`config.mk`:
```
export PLATFORM = sky130hd
export DESIGN_NAME = llc_hit_miss
export DESIGN_NICKNAME = d
export VERILOG_FILES = /design/src/rtl/llc_desc_pkg.sv /design/src/rtl/llc_store_pkg.sv /design/src/rtl/llc_tag_if.sv /design/src/rtl/llc_hit_miss.sv /design/src/rtl/llc_miss_counters.sv /design/src/rtl/llc_lock_table.sv /design/src/rtl/llc_tag_store.sv /design/src/rtl/llc_way_cfg.sv
export VERILOG_INCLUDE_DIRS = /design/src /design/src/rtl
export SDC_FILE = /design/constraint.sdc
export NUM_CORES = 1
export LEC_CHECK = 0
export BUFFER_PORTS_ARGS = -buffer_cell sky130_fd_sc_hd__buf_2
export CAP_MARGIN = 20
export CORE_UTILIZATION = 45
export CTS_CLUSTER_SIZE = 40
export DETAILED_ROUTE_END_ITERATION = 10
export HOLD_SLACK_MARGIN = 0.03
export PLACE_DENSITY = 0.61
export SYNTH_ARGS = -nofsm -noshare
export SYNTH_HDL_FRONTEND = slang
export SYNTH_HIERARCHICAL = 1
export SYNTH_SLANG_ARGS = --single-unit
```
`constraint.sdc`:
```
create_clock -name clk_i -period 11.65 [get_ports clk_i]
set_clock_uncertainty 0.2 [all_clocks]
set_input_delay 1.7475 -clock clk_i [delete_from_list [all_inputs] [get_ports clk_i]]
set_output_delay 1.7475 -clock clk_i [all_outputs]
set_load 0.005 [all_outputs]
```
`src/rtl/llc_defs.svh`:
```
`ifndef LLC_DEFS_SVH
`define LLC_DEFS_SVH

// cache geometry
`define LLC_WAYS    4
`define LLC_SETS    16
`define LLC_INDEX_W 4
`define LLC_TAG_W   8

// descriptor id space, 4 ids
`define LLC_ID_W    2

// per-id miss counter, saturated value means stall
`define LLC_CNT_W   2

// credits per output channel after reset
`define LLC_CREDITS 2

`endif
```
`src/rtl/llc_desc_pkg.sv`:
```
`default_nettype none
`include "llc_defs.svh"

package llc_desc_pkg;

  // one-hot way indicator
  typedef logic [`LLC_WAYS-1:0]    way_ind_t;
  typedef logic [`LLC_INDEX_W-1:0] index_t;
  typedef logic [`LLC_TAG_W-1:0]   tag_t;
  typedef logic [`LLC_ID_W-1:0]    id_t;

  // lookup view: tag above the set index
  typedef struct packed {
    tag_t   tag;
    index_t index;
  } lookup_fields_t;

  // flush view: named way, set index, spare low bits
  typedef struct packed {
    way_ind_t                        way;
    index_t                          index;
    logic [`LLC_TAG_W-`LLC_WAYS-1:0] spare;
  } flush_fields_t;

  // same 12 bit word, decoded by the flush bit
  typedef union packed {
    lookup_fields_t lookup;
    flush_fields_t  flush;
  } desc_word_u;

  typedef struct packed {
    logic       flush;
    logic       rw;
    id_t        id;
    desc_word_u word;
  } desc_t;

endpackage

`default_nettype wire

```
`src/rtl/llc_store_pkg.sv`:
```
`default_nettype none
`include "llc_defs.svh"

package llc_store_pkg;

  // operation requested from the tag store
  typedef enum logic [1:0] {
    MODE_CLEAR  = 2'd0,
    MODE_LOOKUP = 2'd1,
    MODE_FLUSH  = 2'd2
  } store_mode_e;

  // one line of the tag array
  typedef struct packed {
    logic               valid;
    logic               dirty;
    llc_desc_pkg::tag_t tag;
  } tag_entry_t;

  // lookup or flush result
  typedef struct packed {
    llc_desc_pkg::way_ind_t way;
    logic                   hit;
    logic                   evict;
    llc_desc_pkg::tag_t     evict_tag;
  } store_res_t;

endpackage

`default_nettype wire

```
`src/rtl/llc_tag_if.sv`:
```
`timescale 1ns/1ps
`default_nettype none

interface llc_tag_if;
  import llc_desc_pkg::*;
  import llc_store_pkg::*;

  // request, taken on req_valid and req_ready
  logic        req_valid;
  logic        req_ready;
  store_mode_e mode;
  index_t      index;
  tag_t        tag;
  // candidate ways for a lookup, named way for a flush
  way_ind_t    way;
  logic        dirty;

  // result, one cycle after the request
  logic        res_valid;
  store_res_t  res;

  modport ctrl (
    output req_valid, mode, index, tag, way, dirty,
    input  req_ready, res_valid, res
  );

  modport store (
    input  req_valid, mode, index, tag, way, dirty,
    output req_ready, res_valid, res
  );

endinterface

`default_nettype wire

```
`src/rtl/llc_hit_miss.sv`:
```
`timescale 1ns/1ps
`default_nettype none
`include "llc_defs.svh"

module llc_hit_miss (
  input  logic                   clk_i,
  input  logic                   rst_i,
  // descriptor input
  input  logic                   valid_i,
  output logic                   ready_o,
  input  llc_desc_pkg::desc_t    desc_i,
  // output channels
  output logic                   hit_valid_o,
  input  logic                   hit_credit_i,
  output logic                   miss_valid_o,
  input  logic                   miss_credit_i,
  output llc_desc_pkg::id_t      out_id_o,
  output logic                   out_rw_o,
  output logic                   out_flush_o,
  output llc_desc_pkg::index_t   out_index_o,
  output llc_desc_pkg::tag_t     out_tag_o,
  output llc_desc_pkg::way_ind_t out_way_o,
  output logic                   refill_o,
  output logic                   evict_o,
  output llc_desc_pkg::tag_t     evict_tag_o,
  // unlock from downstream
  input  logic                   unlock_valid_i,
  input  llc_desc_pkg::index_t   unlock_index_i,
  input  llc_desc_pkg::way_ind_t unlock_way_i,
  // miss retirement
  input  logic                   cnt_down_valid_i,
  input  llc_desc_pkg::id_t      cnt_down_id_i,
  // way enable config
  input  logic                   cfg_we_i,
  input  llc_desc_pkg::way_ind_t cfg_way_en_i
);
  import llc_desc_pkg::*;
  import llc_store_pkg::*;

  localparam int CRED_W = $clog2(`LLC_CREDITS + 1);

  llc_tag_if tag_if ();

  way_ind_t          way_en;
  logic              held_q;
  desc_t             desc_q;
  store_res_t        res_q, res_cur;
  logic              accept, is_flush, to_hit, blocked, cred_avail, send;
  logic              locked, lock_req, to_miss, stall, cnt_up;
  // index 0 hit channel, index 1 miss channel
  logic [CRED_W-1:0] cred_q [2];
  logic [1:0]        cred_ret, cred_spend;

  // set index sits in a different field for each view of the word
  function automatic index_t desc_index(input desc_t d);
    return d.flush ? d.word.flush.index : d.word.lookup.index;
  endfunction

  ////////////////////////////////////////////////////////////////////////////
  // input side and tag store request
  ////////////////////////////////////////////////////////////////////////////
  // one descriptor at a time, none during the clear walk
  assign ready_o = ~held_q & tag_if.req_ready;
  assign accept  = valid_i & ready_o;

  assign tag_if.req_valid = valid_i & ~held_q;
  assign tag_if.mode      = desc_i.flush ? MODE_FLUSH : MODE_LOOKUP;
  assign tag_if.index     = desc_index(desc_i);
  assign tag_if.tag       = desc_i.word.lookup.tag;
  // lookups search all ways, flushes name one
  assign tag_if.way       = desc_i.flush ? desc_i.word.flush.way : '1;
  assign tag_if.dirty     = desc_i.rw;

  always_ff @(posedge clk_i) begin
    if (rst_i) held_q <= 1'b0;
    else if (accept) held_q <= 1'b1;
    else if (send) held_q <= 1'b0;
  end

  always_ff @(posedge clk_i) begin
    if (accept) desc_q <= desc_i;
    if (tag_if.res_valid) res_q <= tag_if.res;
  end

  // result is live in the first held cycle, then from the register
  assign res_cur = tag_if.res_valid ? tag_if.res : res_q;

  ////////////////////////////////////////////////////////////////////////////
  // channel steering
  ////////////////////////////////////////////////////////////////////////////
  assign is_flush = desc_q.flush;
  // hits of an id with misses in flight stay behind them
  assign to_hit   = ~is_flush & res_cur.hit & ~to_miss;
  assign blocked  = locked | (~is_flush & stall);
  assign cred_avail = to_hit ? (cred_q[0] != '0) : (cred_q[1] != '0);
  assign send     = held_q & ~blocked & cred_avail;

  assign hit_valid_o  = send & to_hit;
  assign miss_valid_o = send & ~to_hit;

  assign out_id_o    = desc_q.id;
  assign out_rw_o    = desc_q.rw;
  assign out_flush_o = is_flush;
  assign out_index_o = desc_index(desc_q);
  assign out_tag_o   = is_flush ? res_cur.evict_tag : desc_q.word.lookup.tag;
  assign out_way_o   = res_cur.way;
  // forced hits go out with refill clear
  assign refill_o    = ~is_flush & ~res_cur.hit;
  assign evict_o     = res_cur.evict;
  assign evict_tag_o = res_cur.evict_tag;

  // lookups lock their line on the way out
  assign lock_req = send & ~is_flush;
  assign cnt_up   = miss_valid_o & ~is_flush;

  // credit counters
  assign cred_ret   = {miss_credit_i, hit_credit_i};
  assign cred_spend = {miss_valid_o, hit_valid_o};

  always_ff @(posedge clk_i) begin
    for (int c = 0; c < 2; c++) begin
      if (rst_i) begin
        cred_q[c] <= CRED_W'(`LLC_CREDITS);
      end else begin
        cred_q[c] <= cred_q[c] + CRED_W'(cred_ret[c]) - CRED_W'(cred_spend[c]);
      end
    end
  end

  ////////////////////////////////////////////////////////////////////////////
  // submodules
  ////////////////////////////////////////////////////////////////////////////
  llc_way_cfg i_way_cfg (
    .clk_i        ( clk_i        ),
    .rst_i        ( rst_i        ),
    .cfg_we_i     ( cfg_we_i     ),
    .cfg_way_en_i ( cfg_way_en_i ),
    .way_en_o     ( way_en       )
  );

  llc_tag_store i_tag_store (
    .clk_i    ( clk_i  ),
    .rst_i    ( rst_i  ),
    .tag_if   ( tag_if ),
    .way_en_i ( way_en )
  );

  llc_lock_table i_lock_table (
    .clk_i          ( clk_i          ),
    .rst_i          ( rst_i          ),
    .chk_index_i    ( out_index_o    ),
    .chk_way_i      ( res_cur.way    ),
    .locked_o       ( locked         ),
    .lock_req_i     ( lock_req       ),
    .unlock_valid_i ( unlock_valid_i ),
    .unlock_index_i ( unlock_index_i ),
    .unlock_way_i   ( unlock_way_i   )
  );

  llc_miss_counters i_miss_counters (
    .clk_i        ( clk_i            ),
    .rst_i        ( rst_i            ),
    .up_valid_i   ( cnt_up           ),
    .up_id_i      ( desc_q.id        ),
    .down_valid_i ( cnt_down_valid_i ),
    .down_id_i    ( cnt_down_id_i    ),
    .chk_id_i     ( desc_q.id        ),
    .to_miss_o    ( to_miss          ),
    .stall_o      ( stall            )
  );

endmodule

`default_nettype wire

```
`src/rtl/llc_miss_counters.sv`:
```
`timescale 1ns/1ps
`default_nettype none
`include "llc_defs.svh"

module llc_miss_counters (
  input  logic              clk_i,
  input  logic              rst_i,
  input  logic              up_valid_i,
  input  llc_desc_pkg::id_t up_id_i,
  input  logic              down_valid_i,
  input  llc_desc_pkg::id_t down_id_i,
  input  llc_desc_pkg::id_t chk_id_i,
  output logic              to_miss_o,
  output logic              stall_o
);
  import llc_desc_pkg::*;

  localparam int NUM_IDS = 2 ** `LLC_ID_W;

  // misses in flight per id
  logic [`LLC_CNT_W-1:0] cnt_q [NUM_IDS];

  // any outstanding miss forces the id onto the miss channel
  assign to_miss_o = cnt_q[chk_id_i] != '0;
  // saturated counter, no further miss may leave
  assign stall_o   = &cnt_q[chk_id_i];

  always_ff @(posedge clk_i) begin
    if (rst_i) begin
      for (int i = 0; i < NUM_IDS; i++) begin
        cnt_q[i] <= '0;
      end
    end else begin
      for (int i = 0; i < NUM_IDS; i++) begin
        // up and down together cancel
        if (up_valid_i && up_id_i == id_t'(i) &&
            !(down_valid_i && down_id_i == id_t'(i))) begin
          if (!(&cnt_q[i])) cnt_q[i] <= cnt_q[i] + 1'b1;
        end else if (down_valid_i && down_id_i == id_t'(i) &&
                     !(up_valid_i && up_id_i == id_t'(i))) begin
          if (cnt_q[i] != '0) cnt_q[i] <= cnt_q[i] - 1'b1;
        end
      end
    end
  end

endmodule

`default_nettype wire

```
`src/rtl/llc_lock_table.sv`:
```
`timescale 1ns/1ps
`default_nettype none
`include "llc_defs.svh"

module llc_lock_table (
  input  logic                   clk_i,
  input  logic                   rst_i,
  input  llc_desc_pkg::index_t   chk_index_i,
  input  llc_desc_pkg::way_ind_t chk_way_i,
  output logic                   locked_o,
  input  logic                   lock_req_i,
  input  logic                   unlock_valid_i,
  input  llc_desc_pkg::index_t   unlock_index_i,
  input  llc_desc_pkg::way_ind_t unlock_way_i
);
  import llc_desc_pkg::*;

  // one lock bit per set and way
  way_ind_t lock_q [`LLC_SETS];

  // checked line is busy downstream
  assign locked_o = |(lock_q[chk_index_i] & chk_way_i);

  // unlock first, a lock on the same line wins
  always_ff @(posedge clk_i) begin
    if (rst_i) begin
      for (int s = 0; s < `LLC_SETS; s++) begin
        lock_q[s] <= '0;
      end
    end else begin
      for (int s = 0; s < `LLC_SETS; s++) begin
        if (unlock_valid_i && unlock_index_i == index_t'(s)) begin
          if (lock_req_i && chk_index_i == index_t'(s)) begin
            lock_q[s] <= (lock_q[s] & ~unlock_way_i) | chk_way_i;
          end else begin
            lock_q[s] <= lock_q[s] & ~unlock_way_i;
          end
        end else if (lock_req_i && chk_index_i == index_t'(s)) begin
          lock_q[s] <= lock_q[s] | chk_way_i;
        end
      end
    end
  end

endmodule

`default_nettype wire

```
`src/rtl/llc_tag_store.sv`:
```
`timescale 1ns/1ps
`default_nettype none
`include "llc_defs.svh"

module llc_tag_store (
  input  logic                   clk_i,
  input  logic                   rst_i,
  llc_tag_if.store               tag_if,
  input  llc_desc_pkg::way_ind_t way_en_i
);
  import llc_desc_pkg::*;
  import llc_store_pkg::*;

  localparam int WAY_IW = $clog2(`LLC_WAYS);

  // tag array and per-set round robin pointer
  tag_entry_t        tags_q [`LLC_SETS][`LLC_WAYS];
  logic [WAY_IW-1:0] rr_q   [`LLC_SETS];

  // clear walk, one set per cycle
  logic   clr_busy_q;
  index_t clr_idx_q;

  logic              take;
  store_mode_e       eff_mode;
  index_t            eff_index;
  way_ind_t          cand, hit_vec, free_vec;
  logic              hit, free_any, any_en, wr_en;
  logic [WAY_IW-1:0] hit_idx, free_idx, flush_idx, rr_idx, rr_cand, sel_idx;
  tag_entry_t        sel_ent, new_ent;
  store_res_t        res_d, res_q;
  logic              res_valid_q;

  assign take = tag_if.req_valid & tag_if.req_ready;

  ////////////////////////////////////////////////////////////////////////////
  // lookup and victim selection
  ////////////////////////////////////////////////////////////////////////////
  always_comb begin
    // disabled ways neither hit nor get chosen
    cand     = way_en_i & tag_if.way;
    hit_vec  = '0;
    free_vec = '0;
    for (int w = 0; w < `LLC_WAYS; w++) begin
      hit_vec[w]  = cand[w] & tags_q[tag_if.index][w].valid &
                    (tags_q[tag_if.index][w].tag == tag_if.tag);
      free_vec[w] = cand[w] & ~tags_q[tag_if.index][w].valid;
    end
    hit      = |hit_vec;
    free_any = |free_vec;
    any_en   = |cand;

    // priority encoders, lowest way wins
    hit_idx   = '0;
    free_idx  = '0;
    flush_idx = '0;
    for (int w = `LLC_WAYS - 1; w >= 0; w--) begin
      if (hit_vec[w]) hit_idx = WAY_IW'(w);
      if (free_vec[w]) free_idx = WAY_IW'(w);
      if (tag_if.way[w]) flush_idx = WAY_IW'(w);
    end

    // first enabled way at or after the set's pointer
    rr_idx  = rr_q[tag_if.index];
    rr_cand = '0;
    for (int k = `LLC_WAYS - 1; k >= 0; k--) begin
      rr_cand = rr_q[tag_if.index] + WAY_IW'(k);
      if (cand[rr_cand]) rr_idx = rr_cand;
    end

    if (tag_if.mode == MODE_FLUSH) sel_idx = flush_idx;
    else if (hit) sel_idx = hit_idx;
    else if (free_any) sel_idx = free_idx;
    else sel_idx = rr_idx;
    sel_ent = tags_q[tag_if.index][sel_idx];

    res_d   = '0;
    new_ent = '0;
    wr_en   = 1'b0;
    case (tag_if.mode)
      MODE_LOOKUP: begin
        res_d.way       = any_en ? (way_ind_t'(1'b1) << sel_idx) : '0;
        res_d.hit       = hit;
        res_d.evict     = ~hit & any_en & sel_ent.valid & sel_ent.dirty;
        res_d.evict_tag = sel_ent.tag;
        new_ent.valid   = 1'b1;
        new_ent.tag     = tag_if.tag;
        // a hit keeps its dirty state, a refilled line starts from rw
        new_ent.dirty   = (hit & sel_ent.dirty) | tag_if.dirty;
        wr_en           = any_en;
      end
      MODE_FLUSH: begin
        res_d.way       = tag_if.way;
        res_d.evict     = (|tag_if.way) & sel_ent.valid & sel_ent.dirty;
        res_d.evict_tag = sel_ent.tag;
        // new_ent stays zero, the line is invalidated
        wr_en           = |tag_if.way;
      end
      default: begin
        // clear request, whole set dropped below
        wr_en = 1'b0;
      end
    endcase
  end

  ////////////////////////////////////////////////////////////////////////////
  // array update, shared by the clear walk and requests
  ////////////////////////////////////////////////////////////////////////////
  assign eff_mode  = clr_busy_q ? MODE_CLEAR : tag_if.mode;
  assign eff_index = clr_busy_q ? clr_idx_q : tag_if.index;

  always_ff @(posedge clk_i) begin
    if (clr_busy_q || take) begin
      if (eff_mode == MODE_CLEAR) begin
        for (int w = 0; w < `LLC_WAYS; w++) begin
          tags_q[eff_index][w] <= '0;
        end
        rr_q[eff_index] <= '0;
      end else if (wr_en) begin
        tags_q[eff_index][sel_idx] <= new_ent;
        // every lookup miss moves the pointer past its current way
        if (eff_mode == MODE_LOOKUP && !hit) begin
          rr_q[eff_index] <= rr_idx + WAY_IW'(1);
        end
      end
    end
  end

  // walk starts right out of reset
  always_ff @(posedge clk_i) begin
    if (rst_i) begin
      clr_busy_q  <= 1'b1;
      clr_idx_q   <= '0;
      res_valid_q <= 1'b0;
    end else begin
      res_valid_q <= take;
      if (clr_busy_q) begin
        clr_idx_q <= clr_idx_q + 1'b1;
        if (clr_idx_q == index_t'(`LLC_SETS - 1)) clr_busy_q <= 1'b0;
      end
    end
  end

  always_ff @(posedge clk_i) begin
    if (take) res_q <= res_d;
  end

  assign tag_if.req_ready = ~clr_busy_q;
  assign tag_if.res_valid = res_valid_q;
  assign tag_if.res       = res_q;

endmodule

`default_nettype wire

```
`src/rtl/llc_way_cfg.sv`:
```
`timescale 1ns/1ps
`default_nettype none

module llc_way_cfg (
  input  logic                   clk_i,
  input  logic                   rst_i,
  input  logic                   cfg_we_i,
  input  llc_desc_pkg::way_ind_t cfg_way_en_i,
  output llc_desc_pkg::way_ind_t way_en_o
);
  import llc_desc_pkg::*;

  // enable mask, one bit per way
  way_ind_t way_en_q;

  // all ways usable after reset
  // a write lands at the next edge
  always_ff @(posedge clk_i) begin
    if (rst_i) begin
      way_en_q <= '1;
    end else if (cfg_we_i) begin
      way_en_q <= cfg_way_en_i;
    end
  end

  assign way_en_o = way_en_q;

endmodule

`default_nettype wire

```
==> impl_results.md <==
* Run status: complete, no violations
* Crit-path max FO at 56
* Most frequent cells in the layout: edfxtp_1, nor2_1, nand2_1
* Tcrit/Tclk final at between 70% and 80%
* DIE WIDTH at 282.4 um
* Global-route wire length before repair at 137300 um
* Clk_lat worst skew at between 600 and 700 ps
* Worst Setup End Kind: flop
* Detailed Place HPWL at 60730 um
* Share of layout cells above drive strength 1 at between 20% and 30%
* CTS sink count at ~800
* Worst Hold Depth at 1
* Final hold vios at 0
* Via Count at slightly above 20000
* Setup CP Type: primary input to flop
* Worst hold path class: flop to flop
* VDD IR-drop max at approximately 0.1 mV
* Final setup fails at 0
* Cts hold-fix bufs at 0
* Number of primary I/O pins at 71
* Post-route non-filler standard cell count at roughly 3400
* Max H-tree Level at 3
* Worst-Margin Slew at between 1000 and 1500 ps
* DRT Pass-1 Iters at 6
* CP arrival at roughly 8400 ps
* Final Hold Slack at 293.0 ps
* PwrDens at between 150 and 200 nW/um^2
* Post-synth EDFFs at 774
* RSZ-0062 raised after global routing: false
* Die Y at 282.4 um
* Initial antenna violation count at 0
* Num CTS Buffers at 84
* Seq/Total Area, Yosys at 67.32%
* Vias in the first global route at roughly 20000
* Post-synth cell types at 97
* Routed Antenna Nets at 0
* Startpoint types: primary input
* Net count after synthesis at 2222
* Synth Instances at about 2200
* Grt ovf at 0
* Start point of the critical path: desc_i[4]
* Post-cts resize count at 0
* Dominant synthesized flop cell: edfxtp_1
* Post-synth ARST share at 0%
* Setup TNS at 0 ps
* Final min period at approximately 8000 ps
* Die area at between 70000 and 80000 um^2
* Commonest non-fill, non-tap cell in the layout: edfxtp_1
* CTS tree: yes
* Clock transition at the registers of the reported paths at around 60 ps
* Core ar. at about 78000 um^2
* Placed insts at 3225
* # fillers at between 6000 and 7000
* Site Rows at about 100
* Starting Density at about 46%
* Yosys synthesis warning count at 6
* Max-Slew Margin vs Limit at ~26%
* Port bufs at 70
* Final net count at between 2000 and 2500
* Maxcap violations at 0
* Leak Pwr at ~0.013 uW
* First-iteration detailed-routing DRC count at between 2000 and 2500
* Synthesized area at 35390 um^2
* Worst r2r path cells at 13
* CTS Buffer Depth at 3
* Worst path required time at 11760 ps
* Layout area overhead at 11.84%
* Critical R2R Launch: out_flush_o$_DFFE_PP_
* Routed WL at approximately 95000 um
* Final Instance Area at roughly 40000 um^2
* Clock root buffer: clkbuf_16
* F_max at between 0.1 and 0.15 GHz
* Max Transition Viols Final at 0
* HP Start: res_q[8]$_DFF_P_
* All-layer global routing usage at roughly a quarter
* Largest net degree at the start of global routing at 70
* Setup repair bufs after CTS at 0
* Gpl congestion at 0.9506
* Area after DPL at ~37000 um^2
* Syn_area_per_cell at roughly 16 um^2
* Drt wl/cell at roughly 28 um
* Flops & latches, synth at ~800
* Vias/cell at around 6
* # DRC at 0
==> final cells by class <==
| cell class | instances | area [um^2] | area share [%] |
|---|---|---|---|
| sequential | 803 | 23820 | 60.20 |
| multi-input combinational | 1212 | 10730 | 27.11 |
| tap | 1040 | 1301 | 3.288 |
| clock buffer | 112 | 2312 | 5.843 |
| antenna | 1 | 2.502 | 0.006323 |
| clock inverter | 37 | 329.1 | 0.8315 |
| timing repair buffer | 146 | 979.7 | 2.476 |
| inverter | 26 | 97.59 | 0.2466 |
==> where the power goes <==
group	total, uW	leakage, uW	internal (uW)	switching (uW)
Sequential	3240	0.00670	3210	26.5
Combinational	569	0.00475	208	361
Clock	2570	0.00129	1490	1080
Total	6370	0.0127	4900	1470
==> metal layers <==
layer  part of all wire (%)  vias to the layer above  global-route usage [%]  routed length (um)
li1                       -                     8783                       -                   -
met1                     42                    10660                   32.90               39570
met2                     48                      963                   38.91               45400
met3                    8.1                      154                   4.270                7669
met4                    2.4                        0                   7.318                2323
met5                      0                        -                       0                   0
==> final timing paths <==
| kind | end | slack (ps) |
|---|---|---|
| max reg2reg | i_lock_table/lock_q[8][3]$_SDFFCE_PN0P_ | 5430 |
| min | res_q[8]$_DFF_P_ | 290 |
| max | i_tag_store/tags_q[2][38]$_DFFE_PP_ | 3410 |
| min reg2reg | res_q[8]$_DFF_P_ | 290 |
==> cells in the mapped netlist (20+ instances only) <==
cell type | count | share of area (%)
mux2i_1 | 85 | 2.4
and2_1 | 44 | 0.78
nor2_1 | 196 | 2.1
inv_1 | 22 | 0.23
mux2_2 | 55 | 1.8
mux4_2 | 161 | 10
o21ai_0 | 22 | 0.31
nand2b_1 | 22 | 0.39
a22oi_1 | 83 | 1.8
dfxtp_1 | 29 | 1.6
clkbuf_1 | 41 | 0.43
buf_4 | 41 | 0.87
edfxtp_1 | 774 | 66
buf_2 | 37 | 0.52
nand3_1 | 40 | 0.57
nor2b_1 | 31 | 0.55
o22ai_1 | 20 | 0.35
nand2_1 | 165 | 1.8
==> state kept, by name (all words and copies together), names as in the netlist <==
name	flops
cred_q	4
i_tag_store/tag_if.res_valid	1
i_tag_store/rr_q	32
out_flush_o	1
i_way_cfg/way_en_o	4
desc_q	12
i_miss_counters/cnt_q	8
out_rw_o	1
i_tag_store/clr_idx_q	4
i_tag_store/tag_if.res	14
res_q	14
i_tag_store/clr_busy_q	1
held_q	1
i_lock_table/lock_q	64
i_tag_store/tags_q	640
out_id_o	2
==> worst max-delay path, cell delays in order <==
cell     delay (ps)
buf_2           350
mux2_8          690
buf_4           680
mux4_2          600
a22oi_1         210
nand2_1         120
xor2_1          170
or4_1           540
o41ai_1         360
a21oi_1         120
o22ai_2         760
o211a_2         400
and3_1          750
nor2b_1         770
==> per-stage QoR <==
stage	utilization (%)	power [uW]	worst slack, ps
finish	51.00	6374	3409
global route	51.00	6578	3014
CTS	50.98	6420	3342
detailed placement	47.57	3860	2685
global placement	47.42	3846	2753
floorplan	-	3662	5308
==> kinds of logic (layout without fill, tap and decap cells) <==
| family | count (synthesis) | in the layout | share of synthesized area [%] |
|---|---|---|---|
| buf+inv | 161 | 321 | 2.489 |
| simple gates | 604 | 604 | 8.331 |
| flops | 803 | 803 | 67.32 |
| mux | 313 | 313 | 15.22 |
| xor+xnor | 33 | 33 | 0.8168 |
| fa+ha+maj | 8 | 8 | 0.2829 |
| compound gates | 254 | 254 | 5.537 |
| other cells | 0 | 1 | 0 |
Power figures use the tool's default switching activity.
